$ cat src/include/tx_sched_defines.svh
// Transmit scheduler parameters
`ifndef TX_SCHED_DEFINES_SVH
`define TX_SCHED_DEFINES_SVH

// Queues and timeslots
`define TX_QUEUE_COUNT      8
`define TX_QUEUE_IDX_W      3
`define TDMA_SLOT_COUNT     4
`define TDMA_SLOT_IDX_W     2
`define TX_TAG_W            8

// Register interface
`define REG_ADDR_W          16
`define REG_DATA_W          32
`define REG_TYPE_VAL        32'h0000C060
`define REG_VER_VAL         32'h00000200

// Register byte offsets
`define REG_TYPE_ADDR       16'h0000
`define REG_VER_ADDR        16'h0004
`define REG_CTRL_ADDR       16'h0008
`define REG_START_ADDR      16'h0010
`define REG_SCHED_PER_ADDR  16'h0014
`define REG_SLOT_PER_ADDR   16'h0018
`define REG_ACTIVE_PER_ADDR 16'h001C
`define REG_SLOT_MASK_BASE  16'h0040 // One word per timslot mask

`endif

$ cat src/hdl/tx_sched_pkg.sv
// Transmit scheduler types
`default_nettype none

`include "tx_sched_defines.svh"

package tx_sched_pkg;

    typedef logic [`TX_QUEUE_IDX_W-1:0] queue_idx_t;
    typedef logic [`TX_QUEUE_COUNT-1:0] queue_mask_t; // One bit per queue
    typedef logic [`TDMA_SLOT_IDX_W-1:0] slot_idx_t;
    typedef logic [`TX_TAG_W-1:0] tx_tag_t;
    typedef logic [31:0] ns_time_t;
    typedef logic [`REG_ADDR_W-1:0] reg_addr_t;
    typedef logic [`REG_DATA_W-1:0] reg_data_t;

    // Schedule timing, all in ns
    typedef struct packed {
        ns_time_t start;
        ns_time_t sched_per;
        ns_time_t slot_per;
        ns_time_t active_per;
    } tdma_cfg_t;

    typedef struct packed {
        logic      valid;  // Generator locked
        logic      active;
        slot_idx_t index;
    } tdma_slot_t;

    typedef struct packed {
        queue_idx_t queue;
        tx_tag_t    tag;
    } tx_req_t;

    typedef struct packed {
        queue_idx_t queue;
        logic       empty;
    } tx_status_t;

    typedef struct packed {
        logic        en;
        slot_idx_t   slot;
        queue_mask_t mask;
    } mask_wr_t;

    typedef enum logic [1:0] {
        IDLE,
        WAIT_START,
        RUN
    } tdma_state_t;

endpackage

`default_nettype wire

$ cat src/hdl/tx_sched_regs.sv
// Scheduler control registers
`timescale 1ns/1ps
`default_nettype none

`include "tx_sched_defines.svh"

module tx_sched_regs (
    input  wire                            clk,
    input  wire                            rst,
    input  wire tx_sched_pkg::reg_addr_t   wr_addr,
    input  wire tx_sched_pkg::reg_data_t   wr_data,
    input  wire [`REG_DATA_W/8-1:0]        wr_strb,
    input  wire                            wr_en,
    output logic                           wr_ack,
    input  wire tx_sched_pkg::reg_addr_t   rd_addr,
    input  wire                            rd_en,
    output tx_sched_pkg::reg_data_t        rd_data,
    output logic                           rd_ack,
    input  wire tx_sched_pkg::tdma_slot_t  tdma_slot,
    output logic                           tdma_en,
    output tx_sched_pkg::tdma_cfg_t        tdma_cfg,
    output tx_sched_pkg::mask_wr_t         mask_wr
);
    import tx_sched_pkg::*;

    localparam reg_addr_t MASK_END = reg_addr_t'(`REG_SLOT_MASK_BASE + 4 * `TDMA_SLOT_COUNT);

    reg_addr_t   wr_word;
    reg_addr_t   rd_word;
    reg_addr_t   wr_mask_off;
    reg_addr_t   rd_mask_off;
    logic        wr_mask_hit;
    logic        rd_mask_hit;
    slot_idx_t   wr_mask_slot;
    slot_idx_t   rd_mask_slot;
    reg_data_t   ctrl_word;
    queue_mask_t mask_shadow [`TDMA_SLOT_COUNT]; // Readback copy of the table

    // Word aligned decode
    assign wr_word = {wr_addr[`REG_ADDR_W-1:2], 2'b00};
    assign rd_word = {rd_addr[`REG_ADDR_W-1:2], 2'b00};

    assign wr_mask_hit = (wr_word >= `REG_SLOT_MASK_BASE) && (wr_word < MASK_END);
    assign rd_mask_hit = (rd_word >= `REG_SLOT_MASK_BASE) && (rd_word < MASK_END);
    assign wr_mask_off = wr_word - `REG_SLOT_MASK_BASE;
    assign rd_mask_off = rd_word - `REG_SLOT_MASK_BASE;
    assign wr_mask_slot = wr_mask_off[`TDMA_SLOT_IDX_W+1:2];
    assign rd_mask_slot = rd_mask_off[`TDMA_SLOT_IDX_W+1:2];

    // Slot count, locked, enable
    assign ctrl_word = {16'(`TDMA_SLOT_COUNT), 7'b0, tdma_slot.valid, 7'b0, tdma_en};

    always_ff @(posedge clk) begin
        wr_ack     <= 1'b0;
        rd_ack     <= 1'b0;
        mask_wr.en <= 1'b0;

        if (wr_en && !wr_ack) begin
            wr_ack <= 1'b1;
            case (wr_word)
                `REG_TYPE_ADDR, `REG_VER_ADDR: ; // Read only
                `REG_CTRL_ADDR: begin
                    if (wr_strb[0]) begin
                        tdma_en <= wr_data[0];
                    end
                end
                `REG_START_ADDR:      tdma_cfg.start <= wr_data;
                `REG_SCHED_PER_ADDR:  tdma_cfg.sched_per <= wr_data;
                `REG_SLOT_PER_ADDR:   tdma_cfg.slot_per <= wr_data;
                `REG_ACTIVE_PER_ADDR: tdma_cfg.active_per <= wr_data;
                default: begin
                    if (wr_mask_hit) begin
                        mask_wr.en <= 1'b1;
                        mask_wr.slot <= wr_mask_slot;
                        mask_wr.mask <= wr_data[`TX_QUEUE_COUNT-1:0];
                        mask_shadow[wr_mask_slot] <= wr_data[`TX_QUEUE_COUNT-1:0];
                    end else begin
                        wr_ack <= 1'b0; // Unmapped
                    end
                end
            endcase
        end

        if (rd_en && !rd_ack) begin
            rd_ack <= 1'b1;
            case (rd_word)
                `REG_TYPE_ADDR:       rd_data <= `REG_TYPE_VAL;
                `REG_VER_ADDR:        rd_data <= `REG_VER_VAL;
                `REG_CTRL_ADDR:       rd_data <= ctrl_word;
                `REG_START_ADDR:      rd_data <= tdma_cfg.start;
                `REG_SCHED_PER_ADDR:  rd_data <= tdma_cfg.sched_per;
                `REG_SLOT_PER_ADDR:   rd_data <= tdma_cfg.slot_per;
                `REG_ACTIVE_PER_ADDR: rd_data <= tdma_cfg.active_per;
                default: begin
                    if (rd_mask_hit) begin
                        rd_data <= reg_data_t'(mask_shadow[rd_mask_slot]);
                    end else begin
                        rd_ack <= 1'b0;
                    end
                end
            endcase
        end

        if (rst) begin
            wr_ack     <= 1'b0;
            rd_ack     <= 1'b0;
            mask_wr.en <= 1'b0;
            tdma_en    <= 1'b0;
            tdma_cfg   <= '0;
            for (int i = 0; i < `TDMA_SLOT_COUNT; i++) begin
                mask_shadow[i] <= '0;
            end
        end
    end

    // Host drops wr_en on the ack, so acks never run back to back
    assert property (@(posedge clk) disable iff (rst) wr_ack |=> !wr_ack)
        else $error("wr_ack high on two consecutive cycles");

endmodule

`default_nettype wire

$ cat src/hdl/tdma_timeslot_gen.sv
// TDMA timeslot generator
`timescale 1ns/1ps
`default_nettype none

`include "tx_sched_defines.svh"

module tdma_timeslot_gen (
    input  wire                           clk,
    input  wire                           rst,
    input  wire tx_sched_pkg::ns_time_t   ts_ns,
    input  wire                           tdma_en,
    input  wire tx_sched_pkg::tdma_cfg_t  tdma_cfg,
    output tx_sched_pkg::tdma_slot_t      tdma_slot
);
    import tx_sched_pkg::*;

    localparam int CNT_W = `TDMA_SLOT_IDX_W + 1;
    localparam logic [CNT_W-1:0] CNT_MAX = CNT_W'(`TDMA_SLOT_COUNT);

    tdma_state_t      state;
    ns_time_t         sched_base;
    ns_time_t         slot_base;
    logic [CNT_W-1:0] slot_cnt;  // Saturates past the last slot

    ns_time_t         start_off;
    ns_time_t         sched_off;
    ns_time_t         slot_off;
    ns_time_t         next_off;
    ns_time_t         next_sched_base;
    ns_time_t         next_slot_base;
    logic [CNT_W-1:0] next_cnt;
    logic             next_active;
    logic             start_reached;

    assign start_off = ts_ns - tdma_cfg.start;
    assign start_reached = !start_off[31]; // Wrap-safe compare
    assign sched_off = ts_ns - sched_base;
    assign slot_off = ts_ns - slot_base;

    // Advance bases for the sampled time
    always_comb begin
        next_sched_base = sched_base;
        next_slot_base  = slot_base;
        next_cnt        = slot_cnt;
        if (sched_off >= tdma_cfg.sched_per) begin
            next_sched_base = sched_base + tdma_cfg.sched_per;
            next_slot_base  = sched_base + tdma_cfg.sched_per;
            next_cnt        = '0;
        end else if (slot_off >= tdma_cfg.slot_per) begin
            next_slot_base = slot_base + tdma_cfg.slot_per;
            if (slot_cnt != CNT_MAX) begin
                next_cnt = slot_cnt + 1'b1;
            end
        end
    end

    assign next_off = ts_ns - next_slot_base;
    assign next_active = (next_off < tdma_cfg.active_per) && (next_cnt < CNT_MAX);

    always_ff @(posedge clk) begin
        case (state)
            IDLE: begin
                if (tdma_en) begin
                    state <= WAIT_START;
                end
            end
            WAIT_START: begin
                if (!tdma_en) begin
                    state <= IDLE;
                end else if (start_reached) begin
                    state            <= RUN;
                    sched_base       <= tdma_cfg.start;
                    slot_base        <= tdma_cfg.start;
                    slot_cnt         <= '0;
                    tdma_slot.valid  <= 1'b1;
                    tdma_slot.active <= start_off < tdma_cfg.active_per;
                    tdma_slot.index  <= '0;
                end
            end
            RUN: begin
                if (!tdma_en) begin
                    state            <= IDLE;
                    tdma_slot.valid  <= 1'b0;
                    tdma_slot.active <= 1'b0;
                end else begin
                    sched_base       <= next_sched_base;
                    slot_base        <= next_slot_base;
                    slot_cnt         <= next_cnt;
                    tdma_slot.active <= next_active;
                    tdma_slot.index  <= next_cnt[`TDMA_SLOT_IDX_W-1:0];
                end
            end
            default: state <= IDLE;
        endcase

        if (rst) begin
            state     <= IDLE;
            tdma_slot <= '0;
        end
    end

    assert property (@(posedge clk) disable iff (rst) tdma_slot.active |-> tdma_slot.valid)
        else $error("Timeslot active while generator not locked");

endmodule

`default_nettype wire

$ cat src/hdl/slot_enable_table.sv
// Per-timeslot queue enable table
`timescale 1ns/1ps
`default_nettype none

`include "tx_sched_defines.svh"

module slot_enable_table (
    input  wire                           clk,
    input  wire                           rst,
    input  wire tx_sched_pkg::mask_wr_t   mask_wr,
    input  wire tx_sched_pkg::tdma_slot_t tdma_slot,
    output tx_sched_pkg::queue_mask_t     slot_mask
);
    import tx_sched_pkg::*;

    queue_mask_t mask_mem [`TDMA_SLOT_COUNT];
    logic        slot_on;

    assign slot_on = tdma_slot.valid && tdma_slot.active;

    always_ff @(posedge clk) begin
        if (mask_wr.en) begin
            mask_mem[mask_wr.slot] <= mask_wr.mask;
        end

        slot_mask <= slot_on ? mask_mem[tdma_slot.index] : '0; // Lookup for current slot

        if (rst) begin
            slot_mask <= '0;
            for (int i = 0; i < `TDMA_SLOT_COUNT; i++) begin
                mask_mem[i] <= '0;
            end
        end
    end

endmodule

`default_nettype wire

$ cat src/hdl/rr_queue_arbiter.sv
// Round-robin transmit request arbiter
`timescale 1ns/1ps
`default_nettype none

`include "tx_sched_defines.svh"

module rr_queue_arbiter (
    input  wire                            clk,
    input  wire                            rst,
    input  wire tx_sched_pkg::queue_idx_t  doorbell_queue,
    input  wire                            doorbell_valid,
    input  wire tx_sched_pkg::tx_status_t  status,
    input  wire                            status_valid,
    input  wire tx_sched_pkg::queue_mask_t slot_mask,
    output tx_sched_pkg::tx_req_t          tx_req,
    output logic                           tx_req_valid,
    input  wire                            tx_req_ready
);
    import tx_sched_pkg::*;

    queue_mask_t pending;
    queue_mask_t inflight;
    queue_mask_t eligible;
    queue_idx_t  last_grant;
    queue_idx_t  search_base;
    queue_idx_t  cand;
    queue_idx_t  sel_queue;
    logic        sel_found;
    tx_tag_t     tag_cnt;
    tx_tag_t     tag_next;
    logic        handshake;
    logic        can_select;

    assign handshake = tx_req_valid && tx_req_ready;
    assign can_select = !tx_req_valid || handshake; // Nothing held after this cycle
    assign search_base = handshake ? tx_req.queue : last_grant;
    assign tag_next = handshake ? tag_cnt + 1'b1 : tag_cnt;

    always_comb begin
        eligible = pending & ~inflight & slot_mask;
        if (handshake) begin
            eligible[tx_req.queue] = 1'b0; // In flight from next cycle
        end
    end

    // First eligible queue after the last grant, wrapping
    always_comb begin
        sel_found = 1'b0;
        sel_queue = search_base;
        cand      = search_base;
        for (int i = 1; i <= `TX_QUEUE_COUNT; i++) begin
            cand = search_base + queue_idx_t'(i);
            if (!sel_found && eligible[cand]) begin
                sel_found = 1'b1;
                sel_queue = cand;
            end
        end
    end

    always_ff @(posedge clk) begin
        if (status_valid) begin
            inflight[status.queue] <= 1'b0;
            if (status.empty) begin
                pending[status.queue] <= 1'b0;
            end
        end
        if (doorbell_valid) begin
            pending[doorbell_queue] <= 1'b1; // Wins over empty status
        end
        if (handshake) begin
            inflight[tx_req.queue] <= 1'b1;
            last_grant <= tx_req.queue;
        end

        tag_cnt <= tag_next;

        if (can_select) begin
            tx_req_valid <= sel_found;
            if (sel_found) begin
                tx_req.queue <= sel_queue;
                tx_req.tag   <= tag_next;
            end
        end

        if (rst) begin
            pending      <= '0;
            inflight     <= '0;
            last_grant   <= '1; // First search starts at queue 0
            tag_cnt      <= '0;
            tx_req_valid <= 1'b0;
        end
    end

    assert property (@(posedge clk) disable iff (rst)
        tx_req_valid && !tx_req_ready |=> tx_req_valid && $stable(tx_req))
        else $error("tx_req changed under back-pressure");

endmodule

`default_nettype wire

$ cat src/hdl/tx_sched_block.sv
// Transmit scheduler top level
`timescale 1ns/1ps
`default_nettype none

`include "tx_sched_defines.svh"

module tx_sched_block (
    input  wire                            clk,
    input  wire                            rst,
    input  wire tx_sched_pkg::reg_addr_t   wr_addr,
    input  wire tx_sched_pkg::reg_data_t   wr_data,
    input  wire [`REG_DATA_W/8-1:0]        wr_strb,
    input  wire                            wr_en,
    output logic                           wr_ack,
    input  wire tx_sched_pkg::reg_addr_t   rd_addr,
    input  wire                            rd_en,
    output tx_sched_pkg::reg_data_t        rd_data,
    output logic                           rd_ack,
    input  wire tx_sched_pkg::ns_time_t    ts_ns,
    input  wire tx_sched_pkg::queue_idx_t  doorbell_queue,
    input  wire                            doorbell_valid,
    input  wire tx_sched_pkg::tx_status_t  status,
    input  wire                            status_valid,
    output tx_sched_pkg::tx_req_t          tx_req,
    output logic                           tx_req_valid,
    input  wire                            tx_req_ready
);
    import tx_sched_pkg::*;

    logic        tdma_en;
    tdma_cfg_t   tdma_cfg;
    mask_wr_t    mask_wr;
    tdma_slot_t  tdma_slot;
    queue_mask_t slot_mask;

    tx_sched_regs u_regs (
        .clk       (clk),
        .rst       (rst),
        .wr_addr   (wr_addr),
        .wr_data   (wr_data),
        .wr_strb   (wr_strb),
        .wr_en     (wr_en),
        .wr_ack    (wr_ack),
        .rd_addr   (rd_addr),
        .rd_en     (rd_en),
        .rd_data   (rd_data),
        .rd_ack    (rd_ack),
        .tdma_slot (tdma_slot),
        .tdma_en   (tdma_en),
        .tdma_cfg  (tdma_cfg),
        .mask_wr   (mask_wr)
    );

    tdma_timeslot_gen u_timeslot_gen (
        .clk       (clk),
        .rst       (rst),
        .ts_ns     (ts_ns),
        .tdma_en   (tdma_en),
        .tdma_cfg  (tdma_cfg),
        .tdma_slot (tdma_slot)
    );

    // Mask lookup one cycle behind the slot
    slot_enable_table u_slot_table (
        .clk       (clk),
        .rst       (rst),
        .mask_wr   (mask_wr),
        .tdma_slot (tdma_slot),
        .slot_mask (slot_mask)
    );

    rr_queue_arbiter u_arbiter (
        .clk            (clk),
        .rst            (rst),
        .doorbell_queue (doorbell_queue),
        .doorbell_valid (doorbell_valid),
        .status         (status),
        .status_valid   (status_valid),
        .slot_mask      (slot_mask),
        .tx_req         (tx_req),
        .tx_req_valid   (tx_req_valid),
        .tx_req_ready   (tx_req_ready)
    );

endmodule

`default_nettype wire

$ cat config.mk
export PLATFORM = sky130hd
export DESIGN_NAME = tx_sched_block
export DESIGN_NICKNAME = d
export VERILOG_FILES = /design/src/hdl/tx_sched_pkg.sv /design/src/hdl/tx_sched_regs.sv /design/src/hdl/tdma_timeslot_gen.sv /design/src/hdl/slot_enable_table.sv /design/src/hdl/rr_queue_arbiter.sv /design/src/hdl/tx_sched_block.sv
export VERILOG_INCLUDE_DIRS = /design/src /design/src/include
export SDC_FILE = /design/constraint.sdc
export NUM_CORES = 1
export LEC_CHECK = 0
export BUFFER_PORTS_ARGS = -buffer_cell sky130_fd_sc_hd__buf_2
export CORE_MARGIN = 2
export CORE_UTILIZATION = 44
export CTS_CLUSTER_SIZE = 10
export DETAILED_ROUTE_END_ITERATION = 10
export GPL_TIMING_DRIVEN = 0
export HOLD_SLACK_MARGIN = 0.1
export PLACE_DENSITY_LB_ADDON = 0.05
export SETUP_SLACK_MARGIN = 0.2
export SLEW_MARGIN = 20
export SYNTH_ARGS = -nofsm -noshare
export SYNTH_HDL_FRONTEND = slang
export SYNTH_HIERARCHICAL = 1
export SYNTH_SLANG_ARGS = --single-unit
$ cat constraint.sdc
create_clock -name clk -period 9.3 [get_ports clk]
set_input_delay 1.86 -clock clk [delete_from_list [all_inputs] [get_ports clk]]
set_output_delay 1.86 -clock clk [all_outputs]
set_load 0.05 [all_outputs]
==> impl_metrics.env <==
export IMPL_clockRootBuffer="clkbuf_16"
export IMPL_die_h_um=261
export IMPL_wl_per_cell_um=26.0
export IMPL_path_clk_slew_ns=0.06
export IMPL_fp_row_count=94
export IMPL_drtIter0Drc=2788
export IMPL_met1_usage_pct=45.2
export IMPL_synthArstFlopShare_pct=0
export IMPL_grt_max_degree=36
export IMPL_synth_distinct_cells=115
export IMPL_ys_flop_type="dfxtp_1"
export IMPL_ys_ff_latch=358
export IMPL_cts_max_level=2
export IMPL_crit_required_ns=9.78
export IMPL_syn_area_per_cell_um2=8.41
export IMPL_grt_pass1_wl_um=173000
export IMPL_syn_instance_count=3450
export IMPL_slew_headroom_pct=20.8
export IMPL_maxCapViolations=0
export IMPL_crit_type="primary input to register"
export IMPL_fin_crit_sh_pct=112
export IMPL_viasPerCell=6.07
export IMPL_gr_usage_met3_pct=6.84
export IMPL_rsz0062_at_grt="yes"
export IMPL_clock_latency_ns=0.60
export IMPL_synth_seq_area_share_pct=28.9
export IMPL_yosys_warnings=6
export IMPL_syn_area_um2=29000
export IMPL_irDropWorstVdd_uv=118
export IMPL_final_cells=4624
export IMPL_setup_viol=1
export IMPL_outcome="finished with violations"
export IMPL_place_gp_congestion=1.01
export IMPL_holdCritPathClass="register to register"
export IMPL_crit_fanout=7
export IMPL_drive_gt1_share_pct=14.3
export IMPL_final_hold_violation_count=0
export IMPL_met2_usage_pct=55.5
export IMPL_start_util_pct=44.3
export IMPL_placedInstanceArea_um2=31000
export IMPL_grt_total_usage_pct=34.4
export IMPL_cts_sinks=358
export IMPL_totalWireLength_um=120000
export IMPL_io_buffer_count=150
export IMPL_dieArea_um2=68000
export IMPL_crit_path_top_delay_cell="a311o_2"
export IMPL_setup_tns_final_ns=-1.11
export IMPL_skew_ns=0.0348
export IMPL_cts_buffers=45
export IMPL_first_global_vias=26981
export IMPL_drtAntennaViolNets=0
export IMPL_power_density_nw_per_um2=140
export IMPL_antenna_found_initial=5
export IMPL_io_pins=160
export IMPL_cp_end_kind="register"
export IMPL_fin_ws_ns=-1.11
export IMPL_failed_checks="negative setup slack"
export IMPL_grt_busiest_layer="met2"
export IMPL_tightest_slew_ns=1.19
export IMPL_cts_tree="built"
export IMPL_r2r_slack_ns=-0.37
export IMPL_finish_instance_area_um2=34100
export IMPL_finalCriticalPeriod_ns=10.41
export IMPL_die_x_um=261
export IMPL_nets=4160
export IMPL_syn_num_nets=3887
export IMPL_leakage_nw=14.2
export IMPL_synth_edf_count=120
export IMPL_num_vias=28048
export IMPL_overflow=0
export IMPL_cts_path_max_buffers=3
export IMPL_synth_area_leader_cell="dfxtp_1"
export IMPL_drcViolationCount=0
export IMPL_coreArea_um2=65500
export IMPL_firstDrtPassIters=6
export IMPL_cp_slowest_stage_delay_ns=0.42
export IMPL_synth_area_leaders="dfxtp_1 (16%), ha_1 (14%), edfxtp_1 (12%)"
export IMPL_crit_arrival_ns=10.90
export IMPL_clock_fmax_mhz=96.0
export IMPL_synth_top_area_share_pct=16.4
export IMPL_cts_hold_buf=0
export IMPL_placedCellCount=4468
export IMPL_dp_hpwl_um=94800
export IMPL_area_delta_synth_final_pct=17.5
export IMPL_drv_slew=0
export IMPL_cp_start_kind="primary input"
## sequential cells by signal, indices dropped and copies added (netlist names), 4 cells and up
register and flops:
u_arbiter/pending 8, u_regs/mask_wr 11, u_timeslot_gen/sched_base 32, u_arbiter/tag_cnt 8
u_timeslot_gen/slot_base 32, u_slot_table/mask_mem 32, u_timeslot_gen/tdma_slot 4, u_regs/mask_shadow 32
u_arbiter/tx_req 11, u_regs/tdma_cfg 128, u_regs/rd_data 32, u_arbiter/inflight 8
u_slot_table/slot_mask 8
## critical path, delay by kind of cell
| kind | cells | cell delay, ns |
|---|---|---|
| XOR/XNOR | 1 | 0.12 |
| adder cells (fa/ha/maj) | 5 | 1.48 |
| AND/OR/NAND/NOR | 9 | 1.57 |
| buffers and inverters | 8 | 1.22 |
| AO/OA/AOI/OAI | 23 | 4.56 |
## routing by layer
| layer | vias up | share of wire, % |
|---|---|---|
| li1 | 13073 | - |
| met1 | 13671 | 43 |
| met2 | 1076 | 45 |
| met3 | 222 | 8.0 |
| met4 | 6 | 4.2 |
| met5 | - | 0.029 |
## kinds of logic after synthesis
logic type	synth area share, %
flip-flops	28.9
multiplexers	5.59
AO/OA/AOI/OAI	22.6
adder cells (fa/ha/maj)	14.1
AND/OR/NAND/NOR	18.6
XOR/XNOR	5.03
buffers and inverters	5.13
## worst paths after layout
kind | startpoint | end | depth (start not counted)
worst max-delay path | ts_ns[9] | u_timeslot_gen/tdma_slot[2] | 46
worst min-delay path | u_slot_table/mask_mem[0][6] | u_slot_table/mask_mem[0][6] | 2
worst max register to register | u_timeslot_gen/slot_base[1] | u_timeslot_gen/tdma_slot[2] | 42
worst min register to register | u_slot_table/mask_mem[0][6] | u_slot_table/mask_mem[0][6] | 2
## layout by cell type, fill, tap and decap left out, types with 12 or more instances in the layout
cell,instances
o21bai_1,30
nor2b_1,46
nand4_1,36
xnor2_1,112
clkbuf_16,47
a21boi_0,12
xor2_1,51
ha_1,300
o21ai_0,168
buf_2,161
nand2_1,402
a31oi_1,14
a221o_1,27
buf_4,72
o211ai_1,16
edfxtp_1,120
and4_1,13
and2_1,14
nor3_1,33
mux2i_1,125
a211o_1,12
a211oi_1,15
a21oi_1,317
ha_4,13
clkbuf_1,102
a21o_1,101
a21oi_2,21
dfxtp_1,238
o22ai_1,15
nor2_1,189
nand2b_1,120
o21a_1,35
nor4_1,12
and3_1,29
nand3_1,68
a22o_1,26
o21ai_1,12
inv_1,250
## cell type report
class | count | area [µm²]
Tap cell | 864 | 1080
Sequential cell | 358 | 8370
Clock buffer | 72 | 1270
Multi-Input combinational cell | 2715 | 20100
Fill cell | 6241 | 31400
Clock inverter | 8 | 121
Antenna cell | 4 | 10.0
Inverter | 254 | 956
Buffer | 123 | 699
Timing Repair Buffer | 226 | 1450
## repair_timing
| item | CTS | global route |
|---|---|---|
| pin swaps | 72 | 92 |
| buffers inserted | 46 | 26 |
| gates resized for setup | 150 | 75 |
| endpoints found under the setup margin | 39 | 1 |
## synthesized netlist by cell type, types with 20 or more instances
library cell and n:
nand2_1 404, a21oi_1 344, ha_1 317, inv_1 254, dfxtp_1 238, nor2_1 197
o21ai_0 181, mux2i_1 126, nand2b_1 121, edfxtp_1 120, xnor2_1 113, a21o_1 101
clkbuf_1 92, nand3_1 72, xor2_1 51, nor2b_1 49, nor3_1 40, nand4_1 36
o21a_1 36, o21bai_1 32, and3_1 30, a221o_1 27, a22o_1 26, a211oi_1 20
## power by group
| group | switching (W) | internal (W) |
|---|---|---|
| clock network | 0.000733 | 0.000991 |
| logic | 0.000870 | 0.000489 |
| registers | 0.0000215 | 0.00166 |
| total | 0.00162 | 0.00314 |
## per-stage QoR
stage	hold WS (ns)	total power, W	setup slack, ns	utilization (%)
global placement	0.456	0.00292	-5.34	47.2
detailed placement	0.466	0.00293	-5.58	47.4
floorplan	0.445	0.00255	-0.0205	-
finish	0.475	0.00477	-1.11	52.0
CTS	0.476	0.00473	-1.08	51.2
global route	0.487	0.00495	-1.35	52.0
Note: power is estimated with default switching activity, not from simulation.
